**config.mk**
```make
export PLATFORM = sky130hd
export DESIGN_NAME = motors_top
export DESIGN_NICKNAME = d
export VERILOG_FILES = /design/src/motors_pkg.sv /design/src/motor_drv_if.sv /design/src/cmd_fifo.sv /design/src/motors_sequencer.sv /design/src/servo_pwm.sv /design/src/stepper_pulse.sv /design/src/motors_top.sv
export SDC_FILE = /design/constraint.sdc
export NUM_CORES = 1
export LEC_CHECK = 0
export ABC_AREA = 1
export BUFFER_PORTS_ARGS = -buffer_cell sky130_fd_sc_hd__buf_2
export CORE_ASPECT_RATIO = 0.9
export CORE_UTILIZATION = 35
export DETAILED_ROUTE_END_ITERATION = 10
export GPL_TIMING_DRIVEN = 0
export PLACE_DENSITY = 0.55
export SETUP_SLACK_MARGIN = 0.15
export SYNTH_ARGS = -nofsm -noshare
export SYNTH_HDL_FRONTEND = slang
export SYNTH_SLANG_ARGS = --single-unit
```
**constraint.sdc**
```tcl
create_clock -name clk -period 2.65 [get_ports clk]
set_input_delay 0.3975 -clock clk [delete_from_list [all_inputs] [get_ports clk]]
set_output_delay 0.3975 -clock clk [all_outputs]
set_load 0.005 [all_outputs]
```
**src/motors_pkg.sv**
```systemverilog
/*
 * Shared constants for the plotter motion path.
 * Holds the command word layout, the command buffer depth, the servo and
 * stepper timing, and the sequencer state type. Every design file
 * pulls what it needs from here by a wildcard import.
 */
package motors_pkg;

	// ----------------------------------------------------------------------
	// command word: servo_pos[19:12] | dir[11] | steps[10:0]
	// ----------------------------------------------------------------------
	localparam int cmd_w     = 20;
	localparam int pos_lsb   = 12;   // servo position field
	localparam int pos_w     = 8;
	localparam int dir_bit   = 11;   // stepper direction
	localparam int steps_lsb = 0;    // step count field
	localparam int steps_w   = 11;
	localparam int drv_w     = 11;   // driver operand, wider of the two fields

	// command buffer
	localparam int fifo_depth = 4;
	localparam int fifo_ptr_w = 2;

	// ----------------------------------------------------------------------
	// driver timing, all in ticks
	// ----------------------------------------------------------------------
	localparam int servo_period  = 64;                       // ticks per pwm frame
	localparam int servo_settle  = 2;                        // frames before done
	localparam int servo_frame_w = $clog2(servo_period);     // frame counter
	localparam int settle_w      = $clog2(servo_settle + 1); // settle frame counter
	localparam int step_period   = 8;                        // ticks per step
	localparam int step_high     = 4;                        // step pulse width
	localparam int step_ph_w     = $clog2(step_period);      // step phase counter

	// sequencer states, servo strictly before steppers
	typedef enum logic [2:0] {
		idle,
		pop,
		trig_servo,
		wait_servo,
		trig_steppers,
		wait_steppers,
		done
	} seq_state_t;

endpackage : motors_pkg

```
**src/motor_drv_if.sv**
```systemverilog
/*
 * Trigger / ready / done handshake between the sequencer and one motor
 * driver. The sequencer holds trigger until rdy falls, the driver pulses
 * done for one tick at the end and raises rdy on the tick after.
 */
`timescale 1ns/1ps

interface motor_drv_if
	import motors_pkg::*;
();

	logic             trigger;  // held until rdy drops
	logic             rdy;      // low while a command runs
	logic             done;     // one tick at completion
	logic [drv_w-1:0] operand;  // position or step count
	logic             dir;      // stepper only, servo ignores it

	// sequencer side
	modport seq (
		output trigger, operand, dir,
		input  rdy, done
	);

	// driver side
	modport drv (
		input  trigger, operand, dir,
		output rdy, done
	);

endinterface : motor_drv_if

```
**src/cmd_fifo.sv**
```systemverilog
/*
 * Small first-word-fall-through command buffer.
 * The host writes with wr_en, the sequencer pops with rd_en; rd_data is
 * valid whenever empty is low. A write while full is dropped.
 */
`timescale 1ns/1ps

module cmd_fifo
	import motors_pkg::*;
(
	input  logic             clk,
	input  logic             reset,
	input  logic             wr_en,
	input  logic             rd_en,
	input  logic [cmd_w-1:0] wr_data,
	output logic [cmd_w-1:0] rd_data,
	output logic             full,
	output logic             empty
);

	logic [cmd_w-1:0]      mem [fifo_depth];
	logic [fifo_ptr_w-1:0] wr_ptr;
	logic [fifo_ptr_w-1:0] rd_ptr;
	logic [fifo_ptr_w:0]   count;   // one bit wider, holds fifo_depth
	logic                  wr_ok;
	logic                  rd_ok;

	assign wr_ok = wr_en && !full;   // overflow writes are lost
	assign rd_ok = rd_en && !empty;

	assign full    = (count == fifo_depth);
	assign empty   = (count == 0);
	assign rd_data = mem[rd_ptr];    // fall-through head word

	// storage
	always_ff @(posedge clk) begin
		if (wr_ok) begin
			mem[wr_ptr] <= wr_data;
		end
	end

	// pointers and occupancy, depth is a power of two so pointers just wrap
	always_ff @(posedge clk) begin
		if (reset) begin
			wr_ptr <= '0;
			rd_ptr <= '0;
			count  <= '0;
		end
		else begin
			if (wr_ok) wr_ptr <= wr_ptr + 1'b1;
			if (rd_ok) rd_ptr <= rd_ptr + 1'b1;
			case ({wr_ok, rd_ok})
			2'b10:   count <= count + 1'b1;
			2'b01:   count <= count - 1'b1;
			default: count <= count;   // none, or write and pop together
			endcase
		end
	end

	// ----------------------------------------------------------------------
	// host must wait on full, sequencer must only pop a waiting word
	// ----------------------------------------------------------------------
	a_no_overflow: assert property (@(posedge clk) disable iff (reset)
		wr_en |-> !full)
		else $error("command written while buffer full");

	a_no_underflow: assert property (@(posedge clk) disable iff (reset)
		rd_en |-> !empty)
		else $error("command popped from empty buffer");

endmodule : cmd_fifo

```
**src/motors_sequencer.sv**
```systemverilog
/*
 * Motion sequencer. Pops one command at a time from the buffer, sends the
 * servo position first and starts the stepper only after the servo has
 * reported done. Advances on tick only; busy covers pop through done.
 */
`timescale 1ns/1ps

module motors_sequencer
	import motors_pkg::*;
(
	input  logic             clk,
	input  logic             reset,
	input  logic             tick,
	input  logic             cmd_empty,
	input  logic [cmd_w-1:0] cmd_data,
	output logic             cmd_pop,
	output logic             busy,
	motor_drv_if.seq         servo,
	motor_drv_if.seq         steppers
);

	seq_state_t       state;
	seq_state_t       nxt_state;
	logic [cmd_w-1:0] cmd_q;       // command being executed
	logic             servo_fin;   // servo done seen for this command

	// ----------------------------------------------------------------------
	// next state
	// ----------------------------------------------------------------------
	always_comb begin
		nxt_state = state;
		case (state)
		idle: begin
			if (!cmd_empty) nxt_state = pop;
		end
		pop: begin
			nxt_state = trig_servo;   // word latched on this tick
		end
		trig_servo: begin
			if (!servo.rdy) nxt_state = wait_servo;   // accepted
		end
		wait_servo: begin
			// done is only a pulse so the flag keeps it if the stepper is late
			if ((servo.done || servo_fin) && steppers.rdy) nxt_state = trig_steppers;
		end
		trig_steppers: begin
			if (!steppers.rdy) nxt_state = wait_steppers;
		end
		wait_steppers: begin
			if (steppers.done) nxt_state = done;
		end
		done: begin
			nxt_state = idle;
		end
		default: nxt_state = idle;
		endcase
	end

	always_ff @(posedge clk) begin
		if (reset) begin
			state <= idle;
		end
		else if (tick) begin
			state <= nxt_state;
		end
	end

	// remember servo completion across the wait
	always_ff @(posedge clk) begin
		if (reset) begin
			servo_fin <= 1'b0;
		end
		else if (state == trig_servo) begin
			servo_fin <= 1'b0;
		end
		else if (state == wait_servo && servo.done) begin
			servo_fin <= 1'b1;
		end
	end

	// command word held for the whole sequence
	always_ff @(posedge clk) begin
		if (cmd_pop) cmd_q <= cmd_data;
	end

	// ----------------------------------------------------------------------
	// outputs
	// ----------------------------------------------------------------------
	assign cmd_pop = tick && (state == pop);   // single cycle
	assign busy    = (state != idle);

	assign servo.trigger    = (state == trig_servo);
	assign servo.operand    = drv_w'(cmd_q[pos_lsb +: pos_w]);   // zero extended
	assign servo.dir        = 1'b0;                              // unused by servo

	assign steppers.trigger = (state == trig_steppers);
	assign steppers.operand = cmd_q[steps_lsb +: steps_w];
	assign steppers.dir     = cmd_q[dir_bit];

	// stepper only starts once the servo is back to ready
	a_servo_first: assert property (@(posedge clk) disable iff (reset)
		steppers.trigger |-> servo.rdy)
		else $error("stepper triggered before servo completed");

endmodule : motors_sequencer

```
**src/servo_pwm.sv**
```systemverilog
/*
 * Hobby servo pulse generator. A free running frame counter spans
 * servo_period ticks; pwm is high for the first pos ticks of every frame.
 * A new position is accepted through the drv handshake and done follows
 * after servo_settle frame wraps.
 */
`timescale 1ns/1ps

module servo_pwm
	import motors_pkg::*;
(
	input  logic     clk,
	input  logic     reset,
	input  logic     tick,
	motor_drv_if.drv ctl,
	output logic     pwm
);

	logic [servo_frame_w-1:0] frame_cnt;   // position within frame
	logic [pos_w-1:0]         pos_q;       // held pulse width in ticks
	logic [settle_w-1:0]      settle_cnt;  // frames still to wait
	logic                     frame_wrap;

	assign frame_wrap = tick && (frame_cnt == servo_frame_w'(servo_period - 1));

	// ----------------------------------------------------------------------
	// frame counter, never stops
	// ----------------------------------------------------------------------
	always_ff @(posedge clk) begin
		if (reset) begin
			frame_cnt <= '0;
		end
		else if (frame_wrap) begin
			frame_cnt <= '0;
		end
		else if (tick) begin
			frame_cnt <= frame_cnt + 1'b1;
		end
	end

	// pos 0 keeps the line low, pos >= period keeps it high
	assign pwm = (pos_w'(frame_cnt) < pos_q);

	// ----------------------------------------------------------------------
	// handshake and settle time
	// ----------------------------------------------------------------------
	always_ff @(posedge clk) begin
		if (reset) begin
			ctl.rdy    <= 1'b1;
			ctl.done   <= 1'b0;
			pos_q      <= '0;    // no pulses until first command
			settle_cnt <= '0;
		end
		else if (tick) begin
			if (ctl.done) begin
				ctl.done <= 1'b0;   // one tick only
				ctl.rdy  <= 1'b1;
			end
			else if (ctl.rdy && ctl.trigger) begin
				ctl.rdy    <= 1'b0;                   // accept
				pos_q      <= ctl.operand[pos_w-1:0];
				settle_cnt <= settle_w'(servo_settle);
			end
			else if (!ctl.rdy && frame_wrap) begin
				if (settle_cnt == settle_w'(1)) begin
					ctl.done <= 1'b1;   // last settle frame passed
				end
				else begin
					settle_cnt <= settle_cnt - 1'b1;
				end
			end
		end
	end

endmodule : servo_pwm

```
**src/stepper_pulse.sv**
```systemverilog
/*
 * Step and direction generator for one stepper axis.
 * On acceptance the step count and direction are latched, then one step
 * pulse of step_high ticks is issued every step_period ticks until the
 * count runs out. A zero count completes on the next tick.
 */
`timescale 1ns/1ps

module stepper_pulse
	import motors_pkg::*;
(
	input  logic     clk,
	input  logic     reset,
	input  logic     tick,
	motor_drv_if.drv ctl,
	output logic     step,
	output logic     dir_out
);

	logic [steps_w-1:0]   remaining;   // steps left including current
	logic [step_ph_w-1:0] phase;       // tick within the step period

	// ----------------------------------------------------------------------
	// step pulse at the start of every period while steps remain
	// ----------------------------------------------------------------------
	assign step = !ctl.rdy && (remaining != '0) && (phase < step_ph_w'(step_high));

	always_ff @(posedge clk) begin
		if (reset) begin
			ctl.rdy   <= 1'b1;
			ctl.done  <= 1'b0;
			remaining <= '0;
			phase     <= '0;
			dir_out   <= 1'b0;
		end
		else if (tick) begin
			if (ctl.done) begin
				ctl.done <= 1'b0;
				ctl.rdy  <= 1'b1;   // ready again the tick after done
			end
			else if (ctl.rdy && ctl.trigger) begin
				// accept and start the first pulse right away
				ctl.rdy   <= 1'b0;
				remaining <= ctl.operand[steps_w-1:0];
				phase     <= '0;
				dir_out   <= ctl.dir;   // held until next command
			end
			else if (!ctl.rdy) begin
				if (remaining == '0) begin
					ctl.done <= 1'b1;   // all steps out or zero count
				end
				else if (phase == step_ph_w'(step_period - 1)) begin
					phase     <= '0;   // period over
					remaining <= remaining - 1'b1;
				end
				else begin
					phase <= phase + 1'b1;
				end
			end
		end
	end

endmodule : stepper_pulse

```
**src/motors_top.sv**
```systemverilog
/*
 * Motion command path top level.
 * Host writes go into the command buffer, the sequencer drains it and
 * drives the servo first, then the stepper. Work is finished when busy is
 * low and empty is high.
 */
`timescale 1ns/1ps

module motors_top
	import motors_pkg::*;
(
	input  logic             clk,
	input  logic             reset,
	input  logic             tick,       // shared slow enable
	input  logic             wr_en,      // host write strobe
	input  logic [cmd_w-1:0] wr_data,
	output logic             full,       // host must hold off
	output logic             empty,
	output logic             busy,
	output logic             servo_pwm,
	output logic             step,
	output logic             dir
);

	logic [cmd_w-1:0] cmd_data;   // buffer head
	logic             cmd_pop;

	// one handshake per driver
	motor_drv_if servo_if ();
	motor_drv_if step_if ();

	cmd_fifo i_cmd_fifo (
		.clk     (clk),
		.reset   (reset),
		.wr_en   (wr_en),
		.rd_en   (cmd_pop),
		.wr_data (wr_data),
		.rd_data (cmd_data),
		.full    (full),
		.empty   (empty)
	);

	motors_sequencer i_sequencer (
		.clk       (clk),
		.reset     (reset),
		.tick      (tick),
		.cmd_empty (empty),
		.cmd_data  (cmd_data),
		.cmd_pop   (cmd_pop),
		.busy      (busy),
		.servo     (servo_if.seq),
		.steppers  (step_if.seq)
	);

	servo_pwm i_servo_pwm (
		.clk   (clk),
		.reset (reset),
		.tick  (tick),
		.ctl   (servo_if.drv),
		.pwm   (servo_pwm)
	);

	stepper_pulse i_stepper (
		.clk     (clk),
		.reset   (reset),
		.tick    (tick),
		.ctl     (step_if.drv),
		.step    (step),
		.dir_out (dir)
	);

endmodule : motors_top

```
Word level (Yosys, flattened, before mapping)
Memories as Yosys holds them, arrays and structs flattened. A register that Yosys moved wholly into a read port is not among the register bits. Index checks and enable logic that the tools add are counted. W data, S select, Z words.

Flip-flop bits (word level): 46. Bits in latches: 0. Memory bits (writable): 80. Memory bits (read-only): 0. Input bits: 24. Output and inout port bits: 6. Word-level logic and storage cells: 115. Memories kept: 1.

$add $sub $neg: 8. Multiply operators: 0. Div/mod/pow operators: 0. Magnitude comparators: 2. Equality and inequality tests: 19. Shifts and indexed selects: 0. Muxes and demuxes: 32. Bitwise gates (word level): 2. Reductions and logical operators: 36.

Memories: i_cmd_fifo.mem (depth 4, bits a word 20, rd ports 1, clocked after memory_dff 1, write ports 1, line cmd_fifo.sv:21) `logic [cmd_w-1:0] mem [fifo_depth];`.

Operator list (number): $mux W11 (4); $mux W3 (9); $pmux W3 S6 (1); $mux W1 (14); $eq A3 B3 Y1 const B (4); $logic_and A1 B1 Y1 (11); $logic_not A11 Y1 (1); $reduce_bool A11 Y1 (1); $sub A11 B1 Y11 const B (1); $reduce_bool A2 Y1 (5); $lt A6 B8 Y1 (1); $ne A2 B1 Y1 const B (4); $ne A2 B2 Y1 const B (4); $reduce_and A4 Y1 (2); $add A3 B1 Y3 const B (2); $add A6 B1 Y6 const B (1); $eq A3 B2 Y1 const B (2); $eq A6 B6 Y1 const B (1); $logic_not A3 Y1 (2); $mux W2 (3); $pmux W3 S2 (1); $reduce_and A3 Y1 (2); $reduce_and A6 Y1 (1); $reduce_and A5 Y1 (1); other kinds (13) (21).

Longest topological paths before layout
Word-level depth: 6. Gate-level depth with buffers: 11. Gate-level depth less buffers: 11.

Cells and area by module
From an unflattened synthesis, not the netlist that was laid out.

Cell total of the unflattened synthesis: 650. Area total of the unflattened synthesis: 6421.2 sq um.

Modules (own cells, without submodules): cmd_fifo (times used 1, cells each 264, area an instance 3439.5 sq um); stepper_pulse (times used 1, cells each 190, area an instance 1133.6 sq um); servo_pwm (times used 1, cells each 122, area an instance 924.6 sq um); motors_sequencer (times used 1, cells each 74, area an instance 923.4 sq um).

Worst setup path before layout
No wires, ideal clock.

Kind: reg-to-reg. Start: reg i_sequencer.state[0]. End: reg i_cmd_fifo.count[2]. Library setup time: 0.122 ns. Data arrival time: 1.941 ns. Data required time: 2.528 ns. Slack: 0.587 ns. Cell stages (with the launch flop): 12. Buffers on the path: 0. Clock period less this slack: 2.063 ns. Cells stage by stage: dfxtp_1 > inv_2 > nor2_4 > nand2_4 > nor3_4 > ha_1 > inv_1 > fa_1 > a21oi_1 > o21ai_0 > o21ai_0 > a21oi_1.

Longest elaborated chain between the ends: 5.

RTL lines: from (decl) (line motors_sequencer.sv:22) `seq_state_t state;`; from (signal assigned) (line motors_sequencer.sv:61) `state <= idle;`; from (signal assigned) (line motors_sequencer.sv:64) `state <= nxt_state;`; $eq A3 B1 Y1 (*) (line motors_sequencer.sv:89) `assign cmd_pop = tick && (state == pop);`; $logic_and A1 B1 Y1 (*) (line motors_sequencer.sv:89); $logic_and A1 B1 Y1 (*) (line cmd_fifo.sv:29) `assign rd_ok = rd_en && !empty;`; named net i_cmd_fifo.rd_ok (line cmd_fifo.sv:26) `logic rd_ok;`; $eq A2 B1 Y1 or $eq A2 B2 Y1 (tied branches) (line cmd_fifo.sv:52) `case ({wr_ok, rd_ok})`; $pmux W3 S2 or $reduce_bool A2 Y1 (tied branches); to (signal assigned) (line cmd_fifo.sv:53) `2'b10: count <= count + 1'b1;`; to (signal assigned) (line cmd_fifo.sv:54) `2'b01: count <= count - 1'b1;`; to (signal assigned) (line cmd_fifo.sv:55) `default: count <= count;`; to (decl) (line cmd_fifo.sv:24) `logic [fifo_ptr_w:0] count;`.

The timed path passes the listed nets; every way through them passes the cells marked *. A chain may end at the register's enable or synchronous reset.

Worst setup path in the final report
Ends and elaborated chain as after synthesis.

==> run summary <==
Antenna Nets Post-Route - 0
DRT Pass-1 Iters - 5
Critical Path RT - 2.94 ns
M1 wire length - 6210 µm
CTS tree - done
Clk pin slew, worst setup/hold paths - 0.07 ns
dpl cell area - 6790 µm²
worst vdd ir - 0.451 mV
Worst Setup End Kind - flop
Clock Skew - 0.0143 ns
final wirelength - 12,800 µm
max_cap viols - 0
RSZ-0062 raised after global routing - no
most frequent cells in the layout - nor2_1 (101), edfxtp_1 (100), nand2_1 (89), o21ai_0 (66), inv_1 (47)
first-pass GRT wire length - 21,400 µm
die height - 129 µm
Layout area overhead - 18.3%
Initial DRC Count - 291
register area share after synthesis - 0.630
Synth cell types - 37
met2 wire length - 5970 µm
final number of setup-violating endpoints - 0
gr usage total - 0.156
CTS Buf Count - 17
R2R depth - 11
final-stage net count - 704
gr ovfl total - 0
Hold WC Path Type - primary input to flop
top cell type's share of synthesized area - 0.482
Final period util - 0.887
DP HPWL - 8750 µm
layout cells sized above 1 - 0.143
root buf cell - clkbuf_16
Max Slew Vio Count - 0
clk_lat worst skew - 0.42 ns
routed len/inst - 14.0 µm
final critical-path required period - 2.35 ns
Top Metal Used - met4
CP startpoint kind - flop
pin count of the biggest net entering global routing - 20
commonest non-fill, non-tap cell in the layout - nor2_1
initial antenna violation count - 0
Fin. Hold Viols - 0
total number of vias - 4,252
Fmax achieved - 0.425 GHz
Synthesis Warnings - 0
vias in the first global route - 4,276
Syn Nets - 652
Placement Rows - 45
Hold Slack - 0.188 ns
Die Span X - 143 µm
Clock H-tree levels - 4
Avg Inst Size Synth - 10.2 µm²
Post-Syn Instances - 611
Die ar. - 18,300 µm²
Slew @ Worst Pin - 0.618 ns
Synth area leaders - edfxtp_1 (48%), dfxtp_1 (15%), nor2_1 (6.4%)
worst-path cell chain - inv_2 -> nor2_4 -> nand2_4 -> nor3_4 -> ha_1 -> inv_1 -> fa_1 -> a21oi_1 -> o21ai_0 -> o21ai_0 -> a21oi_1
Via density - 4.67
Synth area leader - edfxtp_1
WHS Path Cells - 1
Max stage delay on crit path - 0.42 ns
worst setup margin - 0.299 ns
Seq cells post-synth - 146
critical path fanouts, max - 5
critical path class - flop to flop
design area - 7360 µm²
postcts setup bufs - 0
GPL Wtd Cong - 0.826
clock sink count - 146
status - completed
I/O pin cnt - 30
synthesized area - 6230 µm²
relative slew slack - 0.587
CP arrival - 2.64 ns
DRC viols - 0
overall power - 5.52 mW
core area - 17,100 µm²
port bufs - 28
LEAKAGE - 2.84 nW
maximum clock path buffer count - 2
met3 routed WL - 468 µm
Pwr Density - 749 nW/µm²
setup_tns - 0 ns
Initial Util - 0.364
# diodes - 0
pre-CTS setup slack - 0.226 ns
Slowest cell on crit path - dfxtp_2
==> per-layer routing <==
metal  track usage  vias to the layer above
met2         0.249                       60
met5             0                        -
met3        0.0368                        7
li1              -                     2194
met1         0.202                     1991
met4        0.0677                        0
==> final cells by class <==
class	count	area (µm²)
inverters	51	191
multi-input cells	390	2010
clock inverters	15	151
repair buffers	33	253
flip-flops and latches	146	3930
clock buffers	17	425
plain buffers	24	114
well taps	235	294
fillers	1647	9750
==> report_power, final <==
group          internal [mW]  total, mW  leakage, nW  switching [mW]
sequential              2.59       2.64         1.29          0.0579
clock                   1.32       2.32        0.283           0.994
combinational          0.192      0.558         1.27           0.366
total                   4.10       5.52         2.84            1.42
==> sequential cells by signal, summed over array words and instances (netlist names), 2 cells and up <==
signal and cells:
i_cmd_fifo.count 3, i_cmd_fifo.mem 80, i_cmd_fifo.rd_ptr 2, i_cmd_fifo.wr_ptr 2, i_sequencer.cmd_q 20, i_sequencer.state 3
i_servo_pwm.frame_cnt 6, i_servo_pwm.pos_q 8, i_servo_pwm.settle_cnt 2, i_stepper.phase 3, i_stepper.remaining 11
==> critical path: cells and delay by family, from the launching register on <==
family,cells,cell delay (ns)
flip-flops,1,0.42
buffers and inverters,2,0.15
AND/OR/NAND/NOR,3,0.52
AO/OA/AOI/OAI,4,0.57
adder cells (fa/ha/maj),2,0.58
==> cells by family (layout without fill, tap and decap cells) <==
kind of cell,Yosys count,count (layout),share of synthesized area
buf+inv,75,140,0.0490
fa+ha+maj,17,17,0.0354
compound gates,118,118,0.101
simple gates,249,249,0.176
xor+xnor,6,6,0.00844
flops,146,146,0.630
==> worst paths after layout <==
check / startpoint / endpoint / slack [ns]
max: i_sequencer.state[0] / i_cmd_fifo.count[2] / 0.30
min: wr_data[17] / i_cmd_fifo.mem[3][17] / 0.19
max reg2reg: i_sequencer.state[0] / i_cmd_fifo.count[2] / 0.30
min reg2reg: i_servo_pwm.pos_q[5] / i_servo_pwm.pos_q[5] / 0.46
==> metrics by stage <==
stage,util,cells
global placement,0.389,874
CTS,0.430,911
finish,0.430,911
floorplan,-,611
detailed placement,0.396,879
global route,0.430,911
==> what timing repair did <==
item	CTS	global route
setup endpoints to repair	0	1
resized for setup	0	1
hold buffers	0	0
==> synth_stat cells <==
master,instances
nor2_1,106
edfxtp_1,100
nand2_1,89
o21ai_0,66
inv_1,47
dfxtp_1,46
nand3_1,29
a21oi_1,22
o22ai_1,20
clkbuf_1,16
ha_1,16
o21ai_1,5
buf_2,4
xor2_1,4
buf_4,3
inv_2,3
nand2_2,3
nand4_1,3
nor2_2,3
nor3_1,3
nand3_4,2
nand3b_1,2
nor2_4,2
nor3_4,2
nor3b_1,2
xnor2_1,2
a211oi_1,1
a21o_1,1
a21oi_2,1
and2_1,1
buf_6,1
clkinv_1,1
fa_1,1
nand2_4,1
nand3_2,1
o211ai_1,1
o21a_1,1
No activity file was read; power rests on OpenSTA's default activity.
